[src/source/up_ctrl_pkg.sv]
package up_ctrl_pkg;

   typedef enum logic [3:0] {
      st_boot0  = 4'h0,
      st_boot1  = 4'h1,
      st_boot2  = 4'h2,
      st_boot3  = 4'h3,
      st_boot4  = 4'h4,
      st_fetch  = 4'h5,
      st_decode = 4'h6,
      st_exec1  = 4'h7,
      st_exec2  = 4'h8,
      st_exec3  = 4'h9
   } state_e;

   // what drives the result bus.
   typedef enum logic [3:0] {
      src_boot_addr,
      src_fetch_addr,
      src_pc_inc,
      src_alu,
      src_r2,
      src_r3,
      src_sp,
      src_sp_inc,
      src_sp_dec,
      src_pc_dec,
      src_mem,
      src_zero
   } src_e;

   // first four line up with the arithmetic opcodes.
   typedef enum logic [2:0] {
      alu_add  = 3'd0,
      alu_sub  = 3'd1,
      alu_mul  = 3'd2,
      alu_nand = 3'd3,
      alu_xor  = 3'd4
   } alu_op_e;

   typedef logic [1:0] rsel_t;

   typedef struct packed {
      src_e    src;
      alu_op_e alu_op;
      rsel_t   alu_a;
      rsel_t   alu_b;
      logic    ir_we;
      logic    pc_we;
      logic    sp_we;
      logic    rb_we;
      rsel_t   rb_sel;
      logic    rb_from_mem;
      logic    ale;
      logic    mem_we;
   } ctrl_t;

endpackage

[src/source/up_isa_pkg.sv]
package up_isa_pkg;

   typedef logic [7:0] word_t;
   typedef logic [3:0] nibble_t;

   // two opcodes per memory byte, high nibble first.
   typedef enum nibble_t {
      op_add   = 4'h0,
      op_sub   = 4'h1,
      op_mul   = 4'h2,
      op_nand  = 4'h3,
      op_sw01  = 4'h4,
      op_sw12  = 4'h5,
      op_sw23  = 4'h6,
      op_be    = 4'h7,
      op_popc  = 4'h8,
      op_pushc = 4'h9,
      op_pop   = 4'hA,
      op_push  = 4'hB,
      op_ldw   = 4'hC,
      op_stw   = 4'hD,
      op_ref   = 4'hE,
      op_int   = 4'hF
   } opcode_e;

   // pc counts nibbles, sp counts bytes.
   localparam word_t PC_RESET  = 8'h08;
   localparam word_t SP_RESET  = 8'hFF;
   localparam int    MEM_WORDS = 256;

   typedef struct packed {
      word_t addr;
      word_t wdata;
      logic  we;
   } mem_req_t;

endpackage

[src/source/up_alu.sv]
module up_alu (
   input  up_ctrl_pkg::alu_op_e op,
   input  up_isa_pkg::word_t    a,
   input  up_isa_pkg::word_t    b,
   output up_isa_pkg::word_t    y
);
   import up_ctrl_pkg::*;

   always_comb begin
      case (op)
         alu_add:  y = a + b;
         alu_sub:  y = a - b;
         // only the low byte survives.
         alu_mul:  y = a * b;
         alu_nand: y = ~(a & b);
         alu_xor:  y = a ^ b;
         default:  y = '0;
      endcase
   end

endmodule

[src/source/up_control.sv]
module up_control (
   input  logic                clk,
   input  logic                nRst,
   input  logic                regs_eq,
   input  logic                pc_lsb,
   input  up_isa_pkg::word_t   mem_rdata,
   output up_ctrl_pkg::ctrl_t  ctrl
);
   import up_isa_pkg::*;
   import up_ctrl_pkg::*;

   state_e  state;
   opcode_e ir;
   logic    swap_op;
   rsel_t   swap_lo;
   rsel_t   swap_hi;

   // sw01, sw12 and sw23 differ only in the register pair.
   assign swap_op = ir inside {op_sw01, op_sw12, op_sw23};
   assign swap_lo = rsel_t'(ir[1:0]);
   assign swap_hi = swap_lo + 2'd1;

   always_ff @(posedge clk or negedge nRst) begin
      if (!nRst) begin
         state <= st_boot0;
         ir    <= op_add;
      end else begin
         case (state)
            st_boot0:  state <= st_boot1;
            st_boot1:  state <= st_boot2;
            st_boot2:  state <= st_boot3;
            st_boot3:  state <= st_boot4;
            st_boot4:  state <= st_fetch;
            st_fetch:  state <= st_decode;
            st_decode: state <= st_exec1;
            st_exec1:  state <= (ir inside {op_add, op_sub, op_mul, op_nand, op_be, op_int}) ?
                                st_fetch : st_exec2;
            st_exec2:  state <= (ir inside {op_popc, op_pop, op_ldw, op_stw, op_ref}) ?
                                st_fetch : st_exec3;
            default:   state <= st_fetch;
         endcase
         // odd nibble address picks the low half.
         if (ctrl.ir_we)
            ir <= pc_lsb ? opcode_e'(mem_rdata[3:0]) : opcode_e'(mem_rdata[7:4]);
      end
   end

   always_comb begin
      ctrl        = '0;
      ctrl.src    = src_zero;
      ctrl.alu_op = alu_op_e'({1'b0, ir[1:0]});
      ctrl.alu_a  = 2'd1;
      ctrl.alu_b  = 2'd2;
      if (swap_op) begin
         ctrl.alu_op = alu_xor;
         ctrl.alu_a  = swap_lo;
         ctrl.alu_b  = swap_hi;
      end
      case (state)
         st_boot0: ctrl.ale = 1'b1;
         st_boot1, st_boot2, st_boot3, st_boot4: begin
            // boot4 loads r3 and points at the first opcode byte.
            ctrl.src         = (state == st_boot4) ? src_fetch_addr : src_boot_addr;
            ctrl.ale         = 1'b1;
            ctrl.rb_we       = 1'b1;
            ctrl.rb_from_mem = 1'b1;
            ctrl.rb_sel      = rsel_t'(state - st_boot1);
         end
         st_fetch: begin
            ctrl.src = src_fetch_addr;
            ctrl.ale = 1'b1;
         end
         st_decode: begin
            ctrl.src   = src_pc_inc;
            ctrl.ir_we = 1'b1;
            ctrl.pc_we = 1'b1;
         end
         st_exec1: begin
            case (ir)
               op_add, op_sub, op_mul, op_nand: begin
                  ctrl.src   = src_alu;
                  ctrl.rb_we = 1'b1;
               end
               op_sw01, op_sw12, op_sw23: begin
                  ctrl.src    = src_alu;
                  ctrl.rb_we  = 1'b1;
                  ctrl.rb_sel = swap_lo;
               end
               op_be: begin
                  ctrl.src   = src_r3;
                  ctrl.pc_we = regs_eq;
               end
               op_popc, op_pop: begin
                  ctrl.src   = src_sp_inc;
                  ctrl.sp_we = 1'b1;
                  ctrl.ale   = 1'b1;
               end
               op_pushc, op_push: begin
                  ctrl.src = src_sp;
                  ctrl.ale = 1'b1;
               end
               op_ldw, op_stw: begin
                  ctrl.src = src_r3;
                  ctrl.ale = 1'b1;
               end
               op_ref: ctrl.ale = 1'b1;
               default: ;
            endcase
         end
         st_exec2: begin
            case (ir)
               op_sw01, op_sw12, op_sw23: begin
                  ctrl.src    = src_alu;
                  ctrl.rb_we  = 1'b1;
                  ctrl.rb_sel = swap_hi;
               end
               op_popc: begin
                  ctrl.src   = src_mem;
                  ctrl.pc_we = 1'b1;
               end
               op_pushc, op_push: begin
                  ctrl.src   = src_sp_dec;
                  ctrl.sp_we = 1'b1;
               end
               op_pop, op_ldw, op_ref: begin
                  // ref reloads r0, the others load r2.
                  ctrl.src         = src_mem;
                  ctrl.rb_we       = 1'b1;
                  ctrl.rb_from_mem = 1'b1;
                  ctrl.rb_sel      = (ir == op_ref) ? 2'd0 : 2'd2;
               end
               op_stw: begin
                  ctrl.src    = src_r2;
                  ctrl.mem_we = 1'b1;
               end
               default: ;
            endcase
         end
         st_exec3: begin
            case (ir)
               op_sw01, op_sw12, op_sw23: begin
                  ctrl.src    = src_alu;
                  ctrl.rb_we  = 1'b1;
                  ctrl.rb_sel = swap_lo;
               end
               op_pushc: begin
                  // pc already points past the pushc.
                  ctrl.src    = src_pc_dec;
                  ctrl.mem_we = 1'b1;
               end
               op_push: begin
                  ctrl.src    = src_r2;
                  ctrl.mem_we = 1'b1;
               end
               default: ;
            endcase
         end
         default: ;
      endcase
   end

   state_legal: assert property (@(posedge clk) disable iff (!nRst)
      state inside {st_boot0, st_boot1, st_boot2, st_boot3, st_boot4,
                    st_fetch, st_decode, st_exec1, st_exec2, st_exec3});

endmodule

[src/source/up_core.sv]
module up_core (
   input  logic                  clk,
   input  logic                  nRst,
   output up_isa_pkg::mem_req_t  mem_req,
   input  up_isa_pkg::word_t     mem_rdata
);
   import up_isa_pkg::*;
   import up_ctrl_pkg::*;

   ctrl_t       ctrl;
   word_t [3:0] regs;
   word_t       result;
   logic        regs_eq;
   logic        pc_lsb;

   up_control u_control (
      .clk       (clk),
      .nRst      (nRst),
      .regs_eq   (regs_eq),
      .pc_lsb    (pc_lsb),
      .mem_rdata (mem_rdata),
      .ctrl      (ctrl)
   );

   up_datapath u_datapath (
      .clk       (clk),
      .nRst      (nRst),
      .ctrl      (ctrl),
      .regs      (regs),
      .mem_rdata (mem_rdata),
      .result    (result),
      .pc_lsb    (pc_lsb),
      .mem_req   (mem_req)
   );

   up_regfile u_regfile (
      .clk       (clk),
      .nRst      (nRst),
      .ctrl      (ctrl),
      .result    (result),
      .mem_rdata (mem_rdata),
      .regs      (regs),
      .regs_eq   (regs_eq)
   );

endmodule

[src/source/up_datapath.sv]
module up_datapath (
   input  logic                     clk,
   input  logic                     nRst,
   input  up_ctrl_pkg::ctrl_t       ctrl,
   input  up_isa_pkg::word_t [3:0]  regs,
   input  up_isa_pkg::word_t        mem_rdata,
   output up_isa_pkg::word_t        result,
   output logic                     pc_lsb,
   output up_isa_pkg::mem_req_t     mem_req
);
   import up_isa_pkg::*;
   import up_ctrl_pkg::*;

   word_t pc;
   word_t sp;
   word_t addr;
   word_t alu_y;

   up_alu u_alu (
      .op (ctrl.alu_op),
      .a  (regs[ctrl.alu_a]),
      .b  (regs[ctrl.alu_b]),
      .y  (alu_y)
   );

   always_comb begin
      case (ctrl.src)
         // boot walks the address latch from 0 to 3.
         src_boot_addr:  result = addr + 8'd1;
         src_fetch_addr: result = {1'b0, pc[7:1]};
         src_pc_inc:     result = pc + 8'd1;
         src_alu:        result = alu_y;
         src_r2:         result = regs[2];
         src_r3:         result = regs[3];
         src_sp:         result = sp;
         src_sp_inc:     result = sp + 8'd1;
         src_sp_dec:     result = sp - 8'd1;
         src_pc_dec:     result = pc - 8'd1;
         src_mem:        result = mem_rdata;
         default:        result = '0;
      endcase
   end

   always_ff @(posedge clk or negedge nRst) begin
      if (!nRst) begin
         pc   <= PC_RESET;
         sp   <= SP_RESET;
         addr <= '0;
      end else begin
         if (ctrl.pc_we)
            pc <= result;
         if (ctrl.sp_we)
            sp <= result;
         if (ctrl.ale)
            addr <= result;
      end
   end

   assign pc_lsb  = pc[0];
   assign mem_req = '{addr: addr, wdata: result, we: ctrl.mem_we};

   // the latch and the write share the result bus.
   ale_we_excl: assert property (@(posedge clk) disable iff (!nRst)
      !(ctrl.ale && ctrl.mem_we));

endmodule

[src/source/up_regfile.sv]
module up_regfile (
   input  logic                     clk,
   input  logic                     nRst,
   input  up_ctrl_pkg::ctrl_t       ctrl,
   input  up_isa_pkg::word_t        result,
   input  up_isa_pkg::word_t        mem_rdata,
   output up_isa_pkg::word_t [3:0]  regs,
   output logic                     regs_eq
);
   import up_isa_pkg::*;

   word_t wdata;

   // loads bypass the result bus.
   assign wdata = ctrl.rb_from_mem ? mem_rdata : result;

   always_ff @(posedge clk or negedge nRst) begin
      if (!nRst) begin
         regs <= '0;
      end else if (ctrl.rb_we) begin
         regs[ctrl.rb_sel] <= wdata;
      end
   end

   // branch condition for be.
   assign regs_eq = (regs[1] == regs[2]);

   load_has_we: assert property (@(posedge clk) disable iff (!nRst)
      ctrl.rb_from_mem |-> ctrl.rb_we);

endmodule

[config.mk]
export PLATFORM = sky130hd
export DESIGN_NAME = up_core
export DESIGN_NICKNAME = d
export VERILOG_FILES = /design/src/source/up_ctrl_pkg.sv /design/src/source/up_isa_pkg.sv /design/src/source/up_alu.sv /design/src/source/up_control.sv /design/src/source/up_core.sv /design/src/source/up_datapath.sv /design/src/source/up_regfile.sv
export SDC_FILE = /design/constraint.sdc
export NUM_CORES = 1
export LEC_CHECK = 0
export CAP_MARGIN = 10
export CORE_ASPECT_RATIO = 1.75
export CORE_UTILIZATION = 36
export DETAILED_ROUTE_END_ITERATION = 12
export DONT_BUFFER_PORTS = 1
export GPL_TIMING_DRIVEN = 0
export PLACE_DENSITY = 0.5
export SLEW_MARGIN = 25
export SYNTH_ARGS = -nofsm -noshare
export SYNTH_HDL_FRONTEND = slang
export SYNTH_HIERARCHICAL = 1
export SYNTH_SLANG_ARGS = --single-unit
[constraint.sdc]
create_clock -name clk -period 10.2 [get_ports clk]
set_input_delay 1.02 -clock clk [delete_from_list [all_inputs] [get_ports clk]]
set_output_delay 1.02 -clock clk [all_outputs]
set_load 0.01 [all_outputs]
==> flow_metrics.py, run 1 <==
metrics = {
    "timing": {
        "finalMaxSlewViolations": 0,
        "hold_slack_ps": 388,
        "clock.fmax_mhz": 110,
        "hold_viol": 0,
        "timing.final.crit_share_pct": 89.1,
        "rsz0062_at_grt": "false",
        "fin_skew_ps": 5.37,
        "worst_pin_slew_ps": 1090,
        "setup-tns-final_ps": 0,
        "setup_viol": 0,
        "period_needed_ps": 9080,
        "max_slew_margin_pct": 27.5,
    },
    "clocking": {
        "cts_buffer_depth": 2,
        "cts_tree": "done",
        "cts_setup_buffers": 0,
        "cts-htree-levels": 3,
        "postCtsResizedCells": 0,
        "cts_buffers": 9,
        "cts_hold_buf": 0,
        "path_clk_slew_ps": 50,
        "clk_latency_ps": 330,
        "root_buffer": "clkbuf_16",
        "cts.sink_count": 64,
    },
    "global_route": {
        "grt_pass1_wl_um": 34600,
        "antenna_found_initial": 0,
        "grt-ovfl-total": 0,
        "first_global_vias": 6161,
        "grt_max_degree": 65,
        "grt_use_total_pct": 24.3,
    },
    "cells_and_area": {
        "layout.nets": 852,
        "num-fill-cells": 1835,
        "utilization_pct": 39.8,
        "area_growth_pct": 9.04,
        "drive_gt1_share_pct": 12.1,
        "antenna_cells": 0,
    },
    "critical_path": {
        "cp_data_required_time_ps": 9180,
        "path_class": "reg2out",
        "arrival_ps": 8060,
        "cp-start-kind": "flip-flop",
        "endpoint_kind": "output port",
        "crit_path_max_fanout": 8,
    },
    "yosys": {
        "synth_compound_area_share_pct": 19.2,
        "synth.yosys.seq_area_share_pct": 24.6,
        "syn_avg_cell_area_um2": 8.50,
        "synth_xor_area_share_pct": 7.34,
        "synth_edf_count": 0,
        "async_reset_ff_share_pct": 100,
        "yosys_warnings": 6,
        "post_synth_inst_count": 772,
        "synth_area_um2": 6560,
        "ys_types": 84,
        "synth_fp_nets": 838,
        "synthAdderAreaFrac_pct": 12.2,
        "yosys-mux-area-fraction_pct": 9.23,
        "synthSimpleGateAreaFrac_pct": 19.7,
        "ys_seq_elements": 64,
        "ys.flop_type": "dfrtp_1",
        "synth_top_family_by_area": "simple AND/OR/NAND/NOR gates",
    },
    "place": {
        "globalplace.congestion": 0.940,
        "hpwl_um": 18300,
        "io_buffers": 0,
    },
    "routing": {
        "first_pass_iters": 6,
        "vias_per_cell": 5.76,
        "vias": 5908,
        "drtAntennaViolNets": 0,
        "drtIter0Drc": 363,
        "wirelength_um": 22300,
        "drc": 0,
        "wl_per_cell_um": 21.8,
    },
    "floorplanning": {
        "die_h_um": 181,
        "row_count": 65,
        "pin_count": 27,
        "die-area_um2": 18800,
        "core_area_um2": 18000,
        "initial_utilization_pct": 36.5,
        "die_w_um": 104,
    },
    "flow_run": {
        "maxCapViolCount": 0,
    },
    "hold_path": {
        "min_path_type": "in2async",
    },
    "run_status": {
        "outcome": "completed",
    },
}
==> kinds of logic after synthesis <==
kind of cell / count (synthesis)
and+or+nand+nor: 254
xor gates and xnor gates: 51
DFF: 64
buffers and inverters: 114
muxes: 40
AOI/OAI and AO/OA: 193
adders and majority gates: 56
==> worst max-delay path: stages, from the launching register on <==
cell      delay (ps)
dfrtp_1          460
inv_1            120
ha_1             290
or3_4            440
nand2_1          140
nor2_1            80
inv_1             60
clkbuf_1         520
mux4_2           690
ha_1             310
inv_1            110
fa_1             410
inv_1             60
ha_1             240
fa_1             540
inv_1             50
fa_1             530
inv_1             50
ha_1             310
xnor2_1          160
a22oi_1          180
o21ai_0          100
or3_1            440
mux2_2           300
a22o_1           200
a211o_1          240
a211oi_2         490
inv_1            230
==> through the flow <==
step / area (µm²) / std cells / setup WS [ps]
after global placement: 6850 / 1006 / 1490
after detailed placement: 6880 / 1009 / 1460
final: 7150 / 1025 / 1120
after global routing: 7150 / 1025 / 763
after CTS: 7150 / 1025 / 1090
after floorplan: 6560 / 772 / 2630
==> worst paths after layout <==
kind	slack, ps	endpoint	startpoint	cells after the start
worst max-delay path	1120	mem_req[7]	u_control/ir[0]	27
worst min-delay path	390	u_regfile/regs[0]	nRst	0
worst max register to register	1540	u_regfile/regs[13]	u_control/ir[0]	30
worst min register to register	520	u_datapath/sp[7]	u_datapath/sp[7]	2
max in group asynchronous	9600	u_datapath/pc[3]	nRst	0
min in group clk	520	u_datapath/sp[7]	u_datapath/sp[7]	2
==> synthesized netlist by cell type, types with 10 or more instances <==
| cell | n | area share, % |
|---|---|---|
| a21oi_1 | 53 | 4.0 |
| a31oi_1 | 10 | 0.95 |
| buf_4 | 11 | 1.3 |
| clkbuf_1 | 26 | 1.5 |
| dfrtp_1 | 55 | 21 |
| fa_1 | 13 | 4.0 |
| ha_1 | 43 | 8.2 |
| inv_1 | 57 | 3.3 |
| mux2i_1 | 20 | 3.1 |
| mux4_2 | 16 | 5.5 |
| nand2_1 | 66 | 3.8 |
| nand3_1 | 18 | 1.4 |
| nor2_1 | 71 | 4.1 |
| nor2b_1 | 17 | 1.6 |
| o21ai_0 | 46 | 3.5 |
| o22ai_1 | 12 | 1.1 |
| xnor2_1 | 36 | 4.8 |
| xor2_1 | 12 | 1.6 |
==> cell usage in the layout, fill, tap and decap left out, types with 16 or more instances in the layout <==
cell / netlist / layout
clkbuf_1: 26 / 26
nand3_1: 18 / 18
nand2_1: 66 / 66
xnor2_1: 36 / 36
a21oi_1: 53 / 53
dfrtp_1: 55 / 55
nor2_1: 71 / 71
o21ai_0: 46 / 46
inv_1: 57 / 57
mux2i_1: 20 / 20
mux4_2: 16 / 16
ha_1: 43 / 43
nor2b_1: 17 / 17
==> flip-flops by register name, summed over array words and instances (netlist names) <==
signal / flops
u_control/ir: 4
u_control/state: 4
u_datapath/addr: 8
u_datapath/pc: 8
u_datapath/sp: 8
u_regfile/regs: 32
==> cell type report <==
type	instances	area, µm²	share of cell area, %
Tap cell	234	293	4.09
Inverter	58	218	3.04
Buffer	56	293	4.09
Timing Repair Buffer	3	20.0	0.280
Clock inverter	6	35.0	0.490
Clock buffer	10	239	3.34
Multi-Input combinational cell	594	4440	62.1
Sequential cell	64	1610	22.5
==> layer usage <==
metal | vias up | global-route usage, % | wire length [µm]
met2 | 186 | 46.6 | 12100
li1 | 2778 | - | -
met4 | 0 | 19.0 | 1770
met5 | - | 0 | 0
met3 | 73 | 2.57 | 815
met1 | 2871 | 23.1 | 7610
Power of run 1 is not shown: default switching activity piles up to over one toggle a cycle in this logic, so the estimate is an artifact.
==> run 2, diff against run 1 <==
--- a/config.mk
+++ b/config.mk
@@ -5,13 +5,13 @@
 export SDC_FILE = /design/constraint.sdc
 export NUM_CORES = 1
 export LEC_CHECK = 0
+export BUFFER_PORTS_ARGS = -buffer_cell sky130_fd_sc_hd__buf_2
 export CAP_MARGIN = 10
 export CORE_ASPECT_RATIO = 1.75
 export CORE_UTILIZATION = 36
 export DETAILED_ROUTE_END_ITERATION = 12
-export DONT_BUFFER_PORTS = 1
 export GPL_TIMING_DRIVEN = 0
-export PLACE_DENSITY = 0.5
+export PLACE_DENSITY = 0.51
 export SLEW_MARGIN = 25
 export SYNTH_ARGS = -nofsm -noshare
 export SYNTH_HDL_FRONTEND = slang
==> run 2 against run 1 <==
Against the previous run: routed wire length rose by 0.90%; highest routed layer unchanged; non-clock buffer count rose by 26; via count rose by 1.2%; global-route usage fell by 0.12 points; cell area rose by 2.2%.
==> flow_metrics.py, run 2 (synthesis gave the netlist of run 1 again) <==
metrics = {
    "run_status": {
        "outcome": "completed",
    },
    "global_route": {
        "grt_pass1_wl_um": 34300,
        "grt_max_degree": 39,
        "antenna_found_initial": 0,
        "first_global_vias": 6117,
        "grt-ovfl-total": 0,
        "grt_use_total_pct": 24.2,
    },
    "timing": {
        "worst_pin_slew_ps": 1050,
        "finalMaxSlewViolations": 0,
        "fin_skew_ps": 4.75,
        "clock.fmax_mhz": 110,
        "setup-tns-final_ps": 0,
        "hold_viol": 0,
        "timing.final.crit_share_pct": 89.1,
        "setup_viol": 0,
        "period_needed_ps": 9090,
        "max_slew_margin_pct": 29.9,
        "rsz0062_at_grt": "false",
    },
    "floorplanning": {
        "initial_utilization_pct": 36.5,
        "die-area_um2": 18800,
        "pin_count": 27,
        "core_area_um2": 18000,
        "die_w_um": 104,
        "row_count": 65,
        "die_h_um": 181,
    },
    "place": {
        "hpwl_um": 18400,
        "globalplace.congestion": 0.997,
        "io_buffers": 26,
    },
    "routing": {
        "vias": 5979,
        "drtAntennaViolNets": 0,
        "drc": 0,
        "vias_per_cell": 5.69,
        "first_pass_iters": 7,
        "wirelength_um": 22500,
        "drtIter0Drc": 527,
        "wl_per_cell_um": 21.4,
    },
    "critical_path": {
        "startpoint": "u_control/ir[0]",
        "r2r_start": "u_control/ir[0]",
        "crit_top_cell": "inv_1",
        "path_class": "reg2out",
        "arrival_ps": 8070,
        "crit_slowest_cell": "fa_1",
        "crit_path_max_fanout": 8,
        "crit_path_end": "mem_req[8]",
        "cp-start-kind": "flip-flop",
        "reg2reg_slack_ps": 1690,
        "critical_path.max_stage_delay_ps": 560,
        "endpoint_kind": "output port",
        "cp_data_required_time_ps": 9180,
        "reg2reg_to": "u_regfile/regs[14]",
        "r2r_cells": 30,
    },
    "clocking": {
        "cts_hold_buf": 0,
        "clk_latency_ps": 330,
        "root_buffer": "clkbuf_16",
        "postCtsResizedCells": 0,
        "path_clk_slew_ps": 60,
        "cts_tree": "done",
        "cts_setup_buffers": 0,
        "cts_buffers": 9,
        "cts_buffer_depth": 2,
        "cts-htree-levels": 3,
        "cts.sink_count": 64,
    },
    "cells_and_area": {
        "final_common_cell": "nor2_1",
        "drive_gt1_share_pct": 14.9,
        "area_growth_pct": 11.4,
        "layout.nets": 878,
        "antenna_cells": 0,
        "largest_register_ffs": 32,
        "largest-register": "u_regfile/regs",
        "final_cell_mix": "nor2_1 (71), nand2_1 (66), inv_1 (57), dfrtp_1 (55), a21oi_1 (53)",
    },
    "hold_path": {
        "whs_path_depth": 2,
        "min_path_type": "reg2reg",
    },
    "flow_run": {
        "maxCapViolCount": 0,
    },
}
-- run 2: cell count changes in the layout (fill, tap and decap cells not counted), sizes merged --
cell	before	now
buf	32	58
clkinv	4	3
clkinvlp	2	3
-- run 2: per-stage QoR --
stage	instances	hold WS, ps	instance area [µm²]	setup WS [ps]	utilization [%]
detailed placement	1035	519	7030	1440	39.1
finish	1051	533	7310	1110	40.7
global route	1051	568	7310	718	40.7
floorplan	772	477	6560	2630	-
CTS	1051	531	7310	1070	40.7
global placement	1032	513	6980	1440	38.9
-- run 2: metal layers --
layer | share of wire, % | track usage (%) | wire length [µm]
met5 | 0 | 0 | 0
met4 | 6.1 | 15.5 | 1380
met3 | 2.7 | 2.24 | 597
met2 | 56 | 48.5 | 12600
met1 | 35 | 22.8 | 7890
-- run 2: cell type report --
| class | count | area (µm²) |
|---|---|---|
| fillers | 1849 | 10700 |
| multi-input cells | 594 | 4440 |
| flip-flops and latches | 64 | 1610 |
| plain buffers | 56 | 293 |
| well taps | 234 | 293 |
| clock buffers | 10 | 239 |
| inverters | 58 | 218 |
| repair buffers | 29 | 168 |
| clock inverters | 6 | 45.0 |
-- run 2: how the worst min path moves through the flow --
stage	from	end	slack (ps)
5_1_grt	u_datapath/sp[7]	u_datapath/sp[7]	570
4_1_cts	u_datapath/sp[7]	u_datapath/sp[7]	530
2_1_floorplan	u_regfile/regs[29]	u_regfile/regs[29]	480
6_report	u_regfile/regs[31]	u_regfile/regs[31]	530
3_5_place_dp	u_datapath/sp[7]	u_datapath/sp[7]	520
3_3_place_gp	u_regfile/regs[31]	u_regfile/regs[31]	510
-- run 2: worst max-delay path, delay by kind of cell, from the launching register on --
kind	cells	cell delay [ps]
adders and majority gates	6	2670
xor gates and xnor gates	2	620
buffers and inverters	8	1320
and+or+nand+nor	5	970
AOI/OAI and AO/OA	6	1360
DFF	1	470
muxes	1	310
Power of run 2 is left out for the same reason.
